==> src/hdl/cpu_types_pkg.sv <==
`default_nettype none

package cpu_types_pkg;

	// ******************************
	// Machine word and ROB indexing
	// ******************************

	typedef logic [31:0] uint32_t;

	localparam int ROB_INDEX_WIDTH = 4;
	localparam int ROB_SIZE        = 1 << ROB_INDEX_WIDTH;  // Sixteen in-flight entries

	typedef logic [ROB_INDEX_WIDTH-1:0] rob_index_t;

	// ******************************
	// Exceptions
	// ******************************

	localparam int EXC_CODE_WIDTH = 5;

	typedef struct packed {
		logic                      valid;
		logic [EXC_CODE_WIDTH-1:0] cause;  // Same encoding as the CP0 Cause.ExcCode field
	} exception_t;

	// ******************************
	// Branch resolution
	// ******************************

	typedef struct packed {
		uint32_t    target;      // Resolved target address
		logic [2:0] kind;        // Jump, call, return or conditional
		logic       taken;
		logic       mispredict;  // Front end guessed wrong
	} branch_resolved_t;

	// ******************************
	// Data memory request
	// ******************************

	typedef struct packed {
		uint32_t    addr;
		logic [3:0] byte_en;
		logic       write;
	} data_memreq_t;

endpackage

`default_nettype wire

==> src/hdl/cdb_pkg.sv <==
`default_nettype none

package cdb_pkg;

	// ******************************
	// Station counts and lanes
	// ******************************

	localparam int ALU_RS_SIZE    = 4;
	localparam int BRANCH_RS_SIZE = 2;
	localparam int LSU_RS_SIZE    = 4;

	localparam int CDB_WIDTH = ALU_RS_SIZE;         // One lane per ALU station
	localparam int CP0_CDB   = BRANCH_RS_SIZE + 1;  // CP0 shares lane 3 with the last ALU

	// All stations plus the single CP0 unit
	localparam int FU_SLOTS = ALU_RS_SIZE + BRANCH_RS_SIZE + LSU_RS_SIZE + 1;

	// ******************************
	// Result payload
	// ******************************

	// The same 37 bits carry a branch outcome or an LSU request
	typedef union packed {
		cpu_types_pkg::branch_resolved_t resolved_branch;
		cpu_types_pkg::data_memreq_t     memreq;
	} cdb_data_t;

	typedef struct packed {
		cpu_types_pkg::rob_index_t reorder;
		cpu_types_pkg::uint32_t    value;
		cpu_types_pkg::exception_t ex;
		cdb_data_t                 data;
	} fu_result_t;

	// ******************************
	// CDB lane
	// ******************************

	typedef struct packed {
		logic                      valid;
		cpu_types_pkg::rob_index_t reorder;
		cpu_types_pkg::uint32_t    value;
		cpu_types_pkg::exception_t ex;
		cdb_data_t                 data;
	} cdb_packet_t;

endpackage

`default_nettype wire

==> src/hdl/fu_result_slots.sv <==
`default_nettype none

module fu_result_slots (
	input  wire logic clk,
	input  wire logic rst,

	input  wire logic [cdb_pkg::ALU_RS_SIZE-1:0]       alu_valid,
	input  wire logic [cdb_pkg::BRANCH_RS_SIZE-1:0]    branch_valid,
	input  wire logic [cdb_pkg::LSU_RS_SIZE-1:0]       lsu_valid,
	input  wire logic                                  cp0_valid,

	input  cdb_pkg::fu_result_t [cdb_pkg::ALU_RS_SIZE-1:0]    alu_in,
	input  cdb_pkg::fu_result_t [cdb_pkg::BRANCH_RS_SIZE-1:0] branch_in,
	input  cdb_pkg::fu_result_t [cdb_pkg::LSU_RS_SIZE-1:0]    lsu_in,
	input  cdb_pkg::fu_result_t                               cp0_in,

	input  wire logic [cdb_pkg::ALU_RS_SIZE-1:0]       alu_ack,
	input  wire logic [cdb_pkg::BRANCH_RS_SIZE-1:0]    branch_ack,
	input  wire logic [cdb_pkg::LSU_RS_SIZE-1:0]       lsu_ack,
	input  wire logic                                  cp0_ack,

	output logic [cdb_pkg::ALU_RS_SIZE-1:0]            alu_ready,
	output logic [cdb_pkg::BRANCH_RS_SIZE-1:0]         branch_ready,
	output logic [cdb_pkg::LSU_RS_SIZE-1:0]            lsu_ready,
	output logic                                       cp0_ready,

	output cdb_pkg::fu_result_t [cdb_pkg::ALU_RS_SIZE-1:0]    alu_held,
	output cdb_pkg::fu_result_t [cdb_pkg::BRANCH_RS_SIZE-1:0] branch_held,
	output cdb_pkg::fu_result_t [cdb_pkg::LSU_RS_SIZE-1:0]    lsu_held,
	output cdb_pkg::fu_result_t                               cp0_held
);

	// ******************************
	// Flattened slot view
	// ******************************

	// Every station is one entry of the same flat array, ALU in the low slots
	// and CP0 in the top one

	logic [cdb_pkg::FU_SLOTS-1:0]                slot_valid;
	logic [cdb_pkg::FU_SLOTS-1:0]                slot_ack;
	logic [cdb_pkg::FU_SLOTS-1:0]                slot_load;
	logic [cdb_pkg::FU_SLOTS-1:0]                slot_full;
	cdb_pkg::fu_result_t [cdb_pkg::FU_SLOTS-1:0] slot_in;
	cdb_pkg::fu_result_t [cdb_pkg::FU_SLOTS-1:0] slot_q;

	assign slot_valid = {cp0_valid, lsu_valid, branch_valid, alu_valid};
	assign slot_ack   = {cp0_ack, lsu_ack, branch_ack, alu_ack};
	assign slot_in    = {cp0_in, lsu_in, branch_in, alu_in};

	// A slot takes a new result when it is empty or drains on this edge
	assign slot_load = slot_valid & (~slot_full | slot_ack);

	// ******************************
	// Slot state
	// ******************************

	always_ff @(posedge clk) begin
		if (rst) begin
			slot_full <= '0;
		end else begin
			slot_full <= slot_load | (slot_full & ~slot_ack);
		end
	end

	always_ff @(posedge clk) begin
		for (int i = 0; i < cdb_pkg::FU_SLOTS; i++) begin
			if (slot_load[i]) begin
				slot_q[i] <= slot_in[i];
			end
		end
	end

	// ******************************
	// Back to per-unit groups
	// ******************************

	assign {cp0_ready, lsu_ready, branch_ready, alu_ready} = slot_full;
	assign {cp0_held, lsu_held, branch_held, alu_held}     = slot_q;

endmodule

`default_nettype wire

==> src/hdl/cdb_arbitrator.sv <==
`default_nettype none

module cdb_arbitrator (
	input  cdb_pkg::fu_result_t [cdb_pkg::ALU_RS_SIZE-1:0]    alu_held,
	input  wire logic [cdb_pkg::ALU_RS_SIZE-1:0]              alu_ready,
	output logic [cdb_pkg::ALU_RS_SIZE-1:0]                   alu_ack,

	input  cdb_pkg::fu_result_t [cdb_pkg::BRANCH_RS_SIZE-1:0] branch_held,
	input  wire logic [cdb_pkg::BRANCH_RS_SIZE-1:0]           branch_ready,
	output logic [cdb_pkg::BRANCH_RS_SIZE-1:0]                branch_ack,

	input  cdb_pkg::fu_result_t [cdb_pkg::LSU_RS_SIZE-1:0]    lsu_held,
	input  wire logic [cdb_pkg::LSU_RS_SIZE-1:0]              lsu_ready,
	output logic [cdb_pkg::LSU_RS_SIZE-1:0]                   lsu_ack,

	input  cdb_pkg::fu_result_t                               cp0_held,
	input  wire logic                                         cp0_ready,
	output logic                                              cp0_ack,

	output cdb_pkg::cdb_packet_t [cdb_pkg::CDB_WIDTH-1:0]     cdb_next
);

	// Fields a unit does not produce are driven to zero on the bus
	function automatic cdb_pkg::cdb_packet_t make_packet(
		input cdb_pkg::fu_result_t rec,
		input logic                keep_ex,
		input logic                keep_data
	);
		cdb_pkg::cdb_packet_t pkt;

		pkt         = '0;
		pkt.valid   = 1'b1;
		pkt.reorder = rec.reorder;
		pkt.value   = rec.value;
		if (keep_ex) begin
			pkt.ex = rec.ex;
		end
		if (keep_data) begin
			pkt.data = rec.data;
		end
		return pkt;
	endfunction

	// ******************************
	// Lane priority
	// ******************************

	// Each stage below overrides the one before it, so the last writer of a
	// lane is the highest priority unit that is ready

	always_comb begin
		cdb_next   = '0;
		alu_ack    = '0;
		branch_ack = '0;
		lsu_ack    = '0;
		cp0_ack    = 1'b0;

		for (int i = 0; i < cdb_pkg::ALU_RS_SIZE; i++) begin
			alu_ack[i] = alu_ready[i];
			if (alu_ready[i]) begin
				cdb_next[i] = make_packet(alu_held[i], 1'b1, 1'b0);
			end
		end

		for (int i = 0; i < cdb_pkg::BRANCH_RS_SIZE; i++) begin
			if (branch_ready[i]) begin
				branch_ack[i] = 1'b1;
				alu_ack[i]    = 1'b0;
				cdb_next[i]   = make_packet(branch_held[i], 1'b0, 1'b1);  // Never excepts
			end
		end

		if (cp0_ready) begin
			cp0_ack                   = 1'b1;
			alu_ack[cdb_pkg::CP0_CDB] = 1'b0;
			cdb_next[cdb_pkg::CP0_CDB] = make_packet(cp0_held, 1'b1, 1'b0);
		end

		for (int i = 0; i < cdb_pkg::LSU_RS_SIZE; i++) begin
			if (lsu_ready[i]) begin
				lsu_ack[i] = 1'b1;
				alu_ack[i] = 1'b0;
				if (i == cdb_pkg::CP0_CDB) begin
					cp0_ack = 1'b0;
				end
				cdb_next[i] = make_packet(lsu_held[i], 1'b1, 1'b1);
			end
		end

		// Branch lanes lost to a load/store
		for (int i = 0; i < cdb_pkg::BRANCH_RS_SIZE; i++) begin
			if (lsu_ready[i]) begin
				branch_ack[i] = 1'b0;
			end
		end
	end

endmodule

`default_nettype wire

==> src/hdl/rob_completion.sv <==
`default_nettype none

module rob_completion (
	input  wire logic                                     clk,
	input  wire logic                                     rst,

	input  cdb_pkg::cdb_packet_t [cdb_pkg::CDB_WIDTH-1:0] cdb_next,

	input  wire logic                                     retire,
	input  cpu_types_pkg::rob_index_t                     retire_index,

	output cdb_pkg::cdb_packet_t [cdb_pkg::CDB_WIDTH-1:0] cdb,
	output logic [cpu_types_pkg::ROB_SIZE-1:0]            rob_done,
	output logic [cpu_types_pkg::ROB_SIZE-1:0]            rob_exception
);

	logic [cpu_types_pkg::ROB_SIZE-1:0] done_d;
	logic [cpu_types_pkg::ROB_SIZE-1:0] exception_d;

	// ******************************
	// Outgoing CDB register
	// ******************************

	always_ff @(posedge clk) begin
		if (rst) begin
			for (int i = 0; i < cdb_pkg::CDB_WIDTH; i++) begin
				cdb[i].valid <= 1'b0;
			end
		end else begin
			cdb <= cdb_next;
		end
	end

	// ******************************
	// Completion status table
	// ******************************

	always_comb begin
		done_d      = rob_done;
		exception_d = rob_exception;

		if (retire) begin
			done_d[retire_index]      = 1'b0;
			exception_d[retire_index] = 1'b0;
		end

		// Applied after the retire clear so a same-cycle completion survives
		for (int i = 0; i < cdb_pkg::CDB_WIDTH; i++) begin
			if (cdb_next[i].valid) begin
				done_d[cdb_next[i].reorder] = 1'b1;
				if (cdb_next[i].ex.valid) begin
					exception_d[cdb_next[i].reorder] = 1'b1;
				end
			end
		end
	end

	always_ff @(posedge clk) begin
		if (rst) begin
			rob_done      <= '0;
			rob_exception <= '0;
		end else begin
			rob_done      <= done_d;
			rob_exception <= exception_d;
		end
	end

endmodule

`default_nettype wire

==> src/hdl/cdb_top.sv <==
`default_nettype none

module cdb_top (
	input  wire logic                                         clk,
	input  wire logic                                         rst,

	input  wire logic [cdb_pkg::ALU_RS_SIZE-1:0]              alu_valid,
	input  wire logic [cdb_pkg::BRANCH_RS_SIZE-1:0]           branch_valid,
	input  wire logic [cdb_pkg::LSU_RS_SIZE-1:0]              lsu_valid,
	input  wire logic                                         cp0_valid,

	input  cdb_pkg::fu_result_t [cdb_pkg::ALU_RS_SIZE-1:0]    alu_in,
	input  cdb_pkg::fu_result_t [cdb_pkg::BRANCH_RS_SIZE-1:0] branch_in,
	input  cdb_pkg::fu_result_t [cdb_pkg::LSU_RS_SIZE-1:0]    lsu_in,
	input  cdb_pkg::fu_result_t                               cp0_in,

	output logic [cdb_pkg::ALU_RS_SIZE-1:0]                   alu_busy,
	output logic [cdb_pkg::BRANCH_RS_SIZE-1:0]                branch_busy,
	output logic [cdb_pkg::LSU_RS_SIZE-1:0]                   lsu_busy,
	output logic                                              cp0_busy,

	input  wire logic                                         retire,
	input  cpu_types_pkg::rob_index_t                         retire_index,

	output cdb_pkg::cdb_packet_t [cdb_pkg::CDB_WIDTH-1:0]     cdb,
	output logic [cpu_types_pkg::ROB_SIZE-1:0]                rob_done,
	output logic [cpu_types_pkg::ROB_SIZE-1:0]                rob_exception
);

	// ******************************
	// Slot to arbitrator wiring
	// ******************************

	cdb_pkg::fu_result_t [cdb_pkg::ALU_RS_SIZE-1:0]    alu_held;
	cdb_pkg::fu_result_t [cdb_pkg::BRANCH_RS_SIZE-1:0] branch_held;
	cdb_pkg::fu_result_t [cdb_pkg::LSU_RS_SIZE-1:0]    lsu_held;
	cdb_pkg::fu_result_t                               cp0_held;

	logic [cdb_pkg::ALU_RS_SIZE-1:0]    alu_ack;
	logic [cdb_pkg::BRANCH_RS_SIZE-1:0] branch_ack;
	logic [cdb_pkg::LSU_RS_SIZE-1:0]    lsu_ack;
	logic                               cp0_ack;

	cdb_pkg::cdb_packet_t [cdb_pkg::CDB_WIDTH-1:0] cdb_next;

	fu_result_slots i_slots (
		.clk          (clk),
		.rst          (rst),
		.alu_valid    (alu_valid),
		.branch_valid (branch_valid),
		.lsu_valid    (lsu_valid),
		.cp0_valid    (cp0_valid),
		.alu_in       (alu_in),
		.branch_in    (branch_in),
		.lsu_in       (lsu_in),
		.cp0_in       (cp0_in),
		.alu_ack      (alu_ack),
		.branch_ack   (branch_ack),
		.lsu_ack      (lsu_ack),
		.cp0_ack      (cp0_ack),
		.alu_ready    (alu_busy),     // A full slot is what the unit sees as busy
		.branch_ready (branch_busy),
		.lsu_ready    (lsu_busy),
		.cp0_ready    (cp0_busy),
		.alu_held     (alu_held),
		.branch_held  (branch_held),
		.lsu_held     (lsu_held),
		.cp0_held     (cp0_held)
	);

	cdb_arbitrator i_arbitrator (
		.alu_held     (alu_held),
		.alu_ready    (alu_busy),
		.alu_ack      (alu_ack),
		.branch_held  (branch_held),
		.branch_ready (branch_busy),
		.branch_ack   (branch_ack),
		.lsu_held     (lsu_held),
		.lsu_ready    (lsu_busy),
		.lsu_ack      (lsu_ack),
		.cp0_held     (cp0_held),
		.cp0_ready    (cp0_busy),
		.cp0_ack      (cp0_ack),
		.cdb_next     (cdb_next)
	);

	rob_completion i_completion (
		.clk           (clk),
		.rst           (rst),
		.cdb_next      (cdb_next),
		.retire        (retire),
		.retire_index  (retire_index),
		.cdb           (cdb),
		.rob_done      (rob_done),
		.rob_exception (rob_exception)
	);

endmodule

`default_nettype wire

==> config.mk <==
export PLATFORM = sky130hd
export DESIGN_NAME = cdb_top
export DESIGN_NICKNAME = d
export VERILOG_FILES = /design/src/hdl/cpu_types_pkg.sv /design/src/hdl/cdb_pkg.sv /design/src/hdl/fu_result_slots.sv /design/src/hdl/cdb_arbitrator.sv /design/src/hdl/rob_completion.sv /design/src/hdl/cdb_top.sv
export SDC_FILE = /design/constraint.sdc
export NUM_CORES = 1
export LEC_CHECK = 0
export BUFFER_PORTS_ARGS = -buffer_cell sky130_fd_sc_hd__buf_2
export CAP_MARGIN = 25
export CORE_AREA = 2 2 492 494
export DETAILED_ROUTE_END_ITERATION = 7
export DIE_AREA = 0 0 494 496
export SYNTH_ARGS = -nofsm -noshare
export SYNTH_HDL_FRONTEND = slang
export SYNTH_SLANG_ARGS = --single-unit
==> constraint.sdc <==
create_clock -name clk -period 9.8 [get_ports clk]
set_input_delay 1.96 -clock clk [delete_from_list [all_inputs] [get_ports clk]]
set_output_delay 1.96 -clock clk [all_outputs]
set_load 0.02 [all_outputs]
# Yosys cells after proc, flatten, opt, wreduce, memory -nomap -nowiden
# Index checks and enable logic that the tools add are counted.
[totals]
latchBits = 0
n_memories = 0
in_bits = 887
mem_bits_rw = 0
elab_cells = 157
ff_bits = 1035
mem_bits_ro = 0
out_inout_bits = 363
[op_classes]
n_mux = 52
n_shift = 0
multipliers = 0
n_addsub = 0
eq_ne = 0
order_cmp = 10
n_bitwise = 17
n_reduce_logical = 5
n_div = 0
[op_table]
columns = ["operator", "count"]
rows = [
  ["$mux 80", 11],
  ["$mux 16", 14],
  ["$or 16x16->16", 8],
  ["$and 16x16->16", 2],
  ["$lt 4x5->1 const B", 5],
  ["$and 11x11->11", 2],
  ["$mux 1", 22],
  ["$not 11->11", 2],
  ["$or 11x11->11", 2],
  ["$demux 1 s4", 5],
  ["$ge 4x1->1 const B", 5],
  ["$not 16->16", 1],
  ["$logic_and 1x1->1", 5],
]

# Longest topological paths before layout
[depth]
word_depth = 19
mapped_depth = 7
mapped_depth_nobuf = 6

# Modules after synthesis
# From an unflattened synthesis, not the netlist that was laid out.
[unflattened]
hier_cells = 2293
area_unflattened_um2 = 43842.0
[modules_own_cells]
columns = ["module", "instances", "area_per_inst_um2", "seq_area_each_um2", "cells_per_inst"]
rows = [
  ["fu_result_slots", 1, 26684.3, 26315.2, 925],
  ["rob_completion", 1, 11687.5, 10209.8, 565],
  ["cdb_arbitrator", 1, 5470.2, 0.0, 803],
]

# Least setup slack after synthesis
# Ideal clock, no wire load.
[synth_path]
path_kind = "input-to-reg"
startpoint = "input rst"
endpoint = "register i_completion.cdb[0] (netlist name)"
arrival_ns = 8.229
path_stages = 2
path_buffers = 1
required_time_ns = 9.136
setup_time_ns = 0.664
slack_ns = 0.906
path_cell_list = "clkbuf_1 -> inv_1"
[synth_lines]
columns = ["element", "line", "source"]
rows = [
  ["start: declaration", "cdb_top.sv:5", "input wire logic rst,"],
]
# No word-level cell between the ends.

# Worst setup path in the final report
[layout_path]
startpoint = "register i_slots.slot_full[8] (netlist name)"
endpoint = "output lsu_busy[2] (netlist name)"
[layout_lines]
columns = ["element", "line", "source"]
rows = [
  ["start: declaration", "fu_result_slots.sv:43", "logic [cdb_pkg::FU_SLOTS-1:0] slot_full;"],
  ["start signal: assignment", "fu_result_slots.sv:62", "slot_full <= slot_load | (slot_full & ~slot_ack);"],
  ["end: declaration", "cdb_top.sv:19", "output logic [cdb_pkg::LSU_RS_SIZE-1:0] lsu_busy,"],
]
# No word-level cell between the ends.

==> flow_summary.yaml <==
timing:
  tns_ns: 0
  hold_violations: 0
  max_freq_ghz: 0.229
  final-setup-viol-count: 0
  worstMarginPinSlew_ns: 1.06
  fin_crit_ns: 4.37
  hold_ws_ns: 0.518
  timing.final.crit_share_pct: 44.6
  clock_skew_ns: 0.0429
  rsz0062_at_grt: "no"
  slew_headroom_pct: 29.1
  slew_violations: 0
global_route:
  grt_pass1_vias: 22900
  grt_pass1_wl_um: 202000
  grt_max_degree: 70
  antenna_found_initial: 107
  grt_use_met3_pct: 5.52
  track_usage_pct: 12.2
  grt_util_met2_pct: 19.6
  grt.met1_usage_pct: 14.3
  grt.overflow.total: 0
  grt.busiest_layer: "met2"
logic_synthesis:
  synth_edf_count: 988
  syn_nets: 2868
  ys_top_cells_by_area: "edfxtp_1 (81%), a22o_1 (2.7%), a22oi_1 (2.7%), dfxtp_1 (2.6%), o21ai_0 (1.7%)"
  synth.yosys.seq_area_share_pct: 83.9
  yosysTopAreaCellShare_pct: 81.3
  synth_compound_area_share_pct: 9.70
  ys_async_sr_fraction_pct: 0
  synth_top_family_by_area: "compound AO/OA/AOI/OAI gates"
  synth.area.mux_share_pct: 0
  synth-xor-area-share_pct: 0
  yosysWarningCount: 0
  synthCells: 1981
  synthAdderAreaFrac_pct: 0
  avgSynthCellArea_um2: 18.4
  synth-simple-area-share_pct: 4.98
  synth.largest_area_cell: "edfxtp_1"
  ys_dominant_reg_cell: "edfxtp_1"
  yosysUniqueCellTypes: 49
  ys_seq_elements: 1035
  syn_area_um2: 36500
routing:
  wl_um: 157000
  vias: 23100
  routedWlPerCell_um: 24.6
  drt_iter0_markers: 1930
  ant_nets: 0
  drcViolationCount: 0
  firstDrtPassIters: 6
  vias_per_cell: 3.62
floorplan:
  num_rows: 180
  die_area_um2: 245000
  die_w_um: 494
  num_io_pins: 1250
  fp.dieH_um: 496
  start_util_pct: 15.2
  design.core.area_um2: 240000
clocking:
  root_buffer: "clkbuf_16"
  ctsResizeCount: 0
  path_clk_slew_ns: 0.06
  clk_latency_ns: 0.76
  cts_sinks: 1035
  cts_tree: "yes"
  cts_buffers: 113
  h-tree-depth: 3
  cts-hold-fix-buffers: 0
  cts_setup_buffers: 0
  clk_path_buf_depth: 3
setup_path:
  path_max_fanout: 55
  crit_chain: "buf_4, buf_2"
  crit_path_top_delay_cell: "dfxtp_4"
  path_class: "reg -> out"
  crit_family: "buffers and inverters"
  cp_data_arrival_time_ns: 2.41
  crit_path_max_incr_delay_ns: 0.77
  required_ns: 7.84
  critPathCaptureType: "primary output"
  cp_num_buf_inv: 2
  critPathLaunchType: "flop"
final_layout:
  fill_cells: 25500
  layout_commonest_cell: "buf_2"
  nNetsFinal: 3967
  fin_cells: 6378
  layout_common_cells: "buf_2 (1047), edfxtp_1 (988), nand2_1 (158)"
  drive_gt1_share_pct: 41.5
  syn_to_final_growth_pct: 35.7
hold_path:
  hold_path_class: "reg -> reg"
power:
  swShare_pct: 24.8
  clkPwrFrac_pct: 41.1
  leakage_uw: 0.0183
  seqPwrFrac_pct: 50.4
  combPwrFrac_pct: 8.5
  p_sw_uw: 2640
  power_density_nw_per_um2: 214
  p_int_uw: 7980
  ir_drop_mv: 0.170
placed_design:
  dp.cells: 6148
  place_congestion: 0.875
  dp_hpwl_um: 123000
  portBuffers: 1052
outcome:
  outcome: "complete, no violations"
flow_run:
  cap_violations: 0
cell type report:
| class | count | area, µm² | share of cell area [%] |
|---|---|---|---|
| Timing Repair Buffer | 1086 | 5560 | 11.2 |
| Sequential cell | 1035 | 30600 | 61.8 |
| Clock inverter | 80 | 877 | 1.77 |
| Antenna cell | 21 | 52.6 | 0.106 |
| Inverter | 17 | 76.3 | 0.154 |
| Multi-Input combinational cell | 827 | 5450 | 11.0 |
| Clock buffer | 127 | 2900 | 5.86 |
| Tap cell | 3185 | 3990 | 8.05 |
through the flow:
step	power (µW)	area [µm²]	setup slack, ns	util (%)
global route	11000	49500	5.25	20.7
global placement	6350	45700	5.57	19.1
floorplan	5800	36500	0.906	-
CTS	10800	49400	5.29	20.6
finish	10600	49500	5.43	20.7
detailed placement	6370	45700	5.53	19.1
sequential cells by signal (all words and copies together) (netlist names):
register and cells:
i_slots.branch_held 146, i_completion.rob_exception 16, i_slots.slot_full 11, i_slots.lsu_held 316
i_completion.rob_done 16, i_slots.alu_held 168, i_completion.cdb 320, i_slots.cp0_held 42
layer usage:
layer,vias up,wire length [µm]
met5,-,390
li1,10100,-
met1,11300,60100
met3,275,19100
met4,56,5210
met2,1370,71900
cell usage after synthesis (14+ instances only):
| cell type | n |
|---|---|
| nand2_1 | 158 |
| inv_1 | 14 |
| a22oi_1 | 133 |
| a222oi_1 | 22 |
| and2_1 | 87 |
| clkbuf_1 | 53 |
| nor2_1 | 31 |
| a21oi_1 | 37 |
| edfxtp_1 | 988 |
| a22o_1 | 114 |
| dfxtp_1 | 47 |
| buf_2 | 29 |
| o21ai_0 | 122 |
| nor2b_1 | 25 |
path summary, 6_finish.rpt:
check / from / end / slack, ns / cells after the start
max reg2reg: i_slots.slot_full[9] / i_completion.rob_done[6] / 6.64 / 6
min reg2reg: i_slots.alu_held[216] / i_completion.cdb[218] / 0.52 / 1
min: i_slots.alu_held[216] / i_completion.cdb[218] / 0.52 / 1
max: i_slots.slot_full[8] / lsu_busy[2] / 5.43 / 2
cell families (layout without fill, tap and decap cells):
family | after synthesis | count (layout)
flops | 1035 | 1035
compound gates | 478 | 478
buf+inv | 119 | 1310
other cells | 0 | 21
simple gates | 349 | 349
power groups by stage:
stage / clock, µW / sequential [µW] / combinational [µW]
after floorplan: 0 / 5540 / 263
after global placement: 0 / 5440 / 917
after detailed placement: 0 / 5440 / 926
after CTS: 4510 / 5350 / 928
after global routing: 4660 / 5370 / 975
final: 4370 / 5350 / 902
No activity file was read; power rests on OpenSTA's default activity.
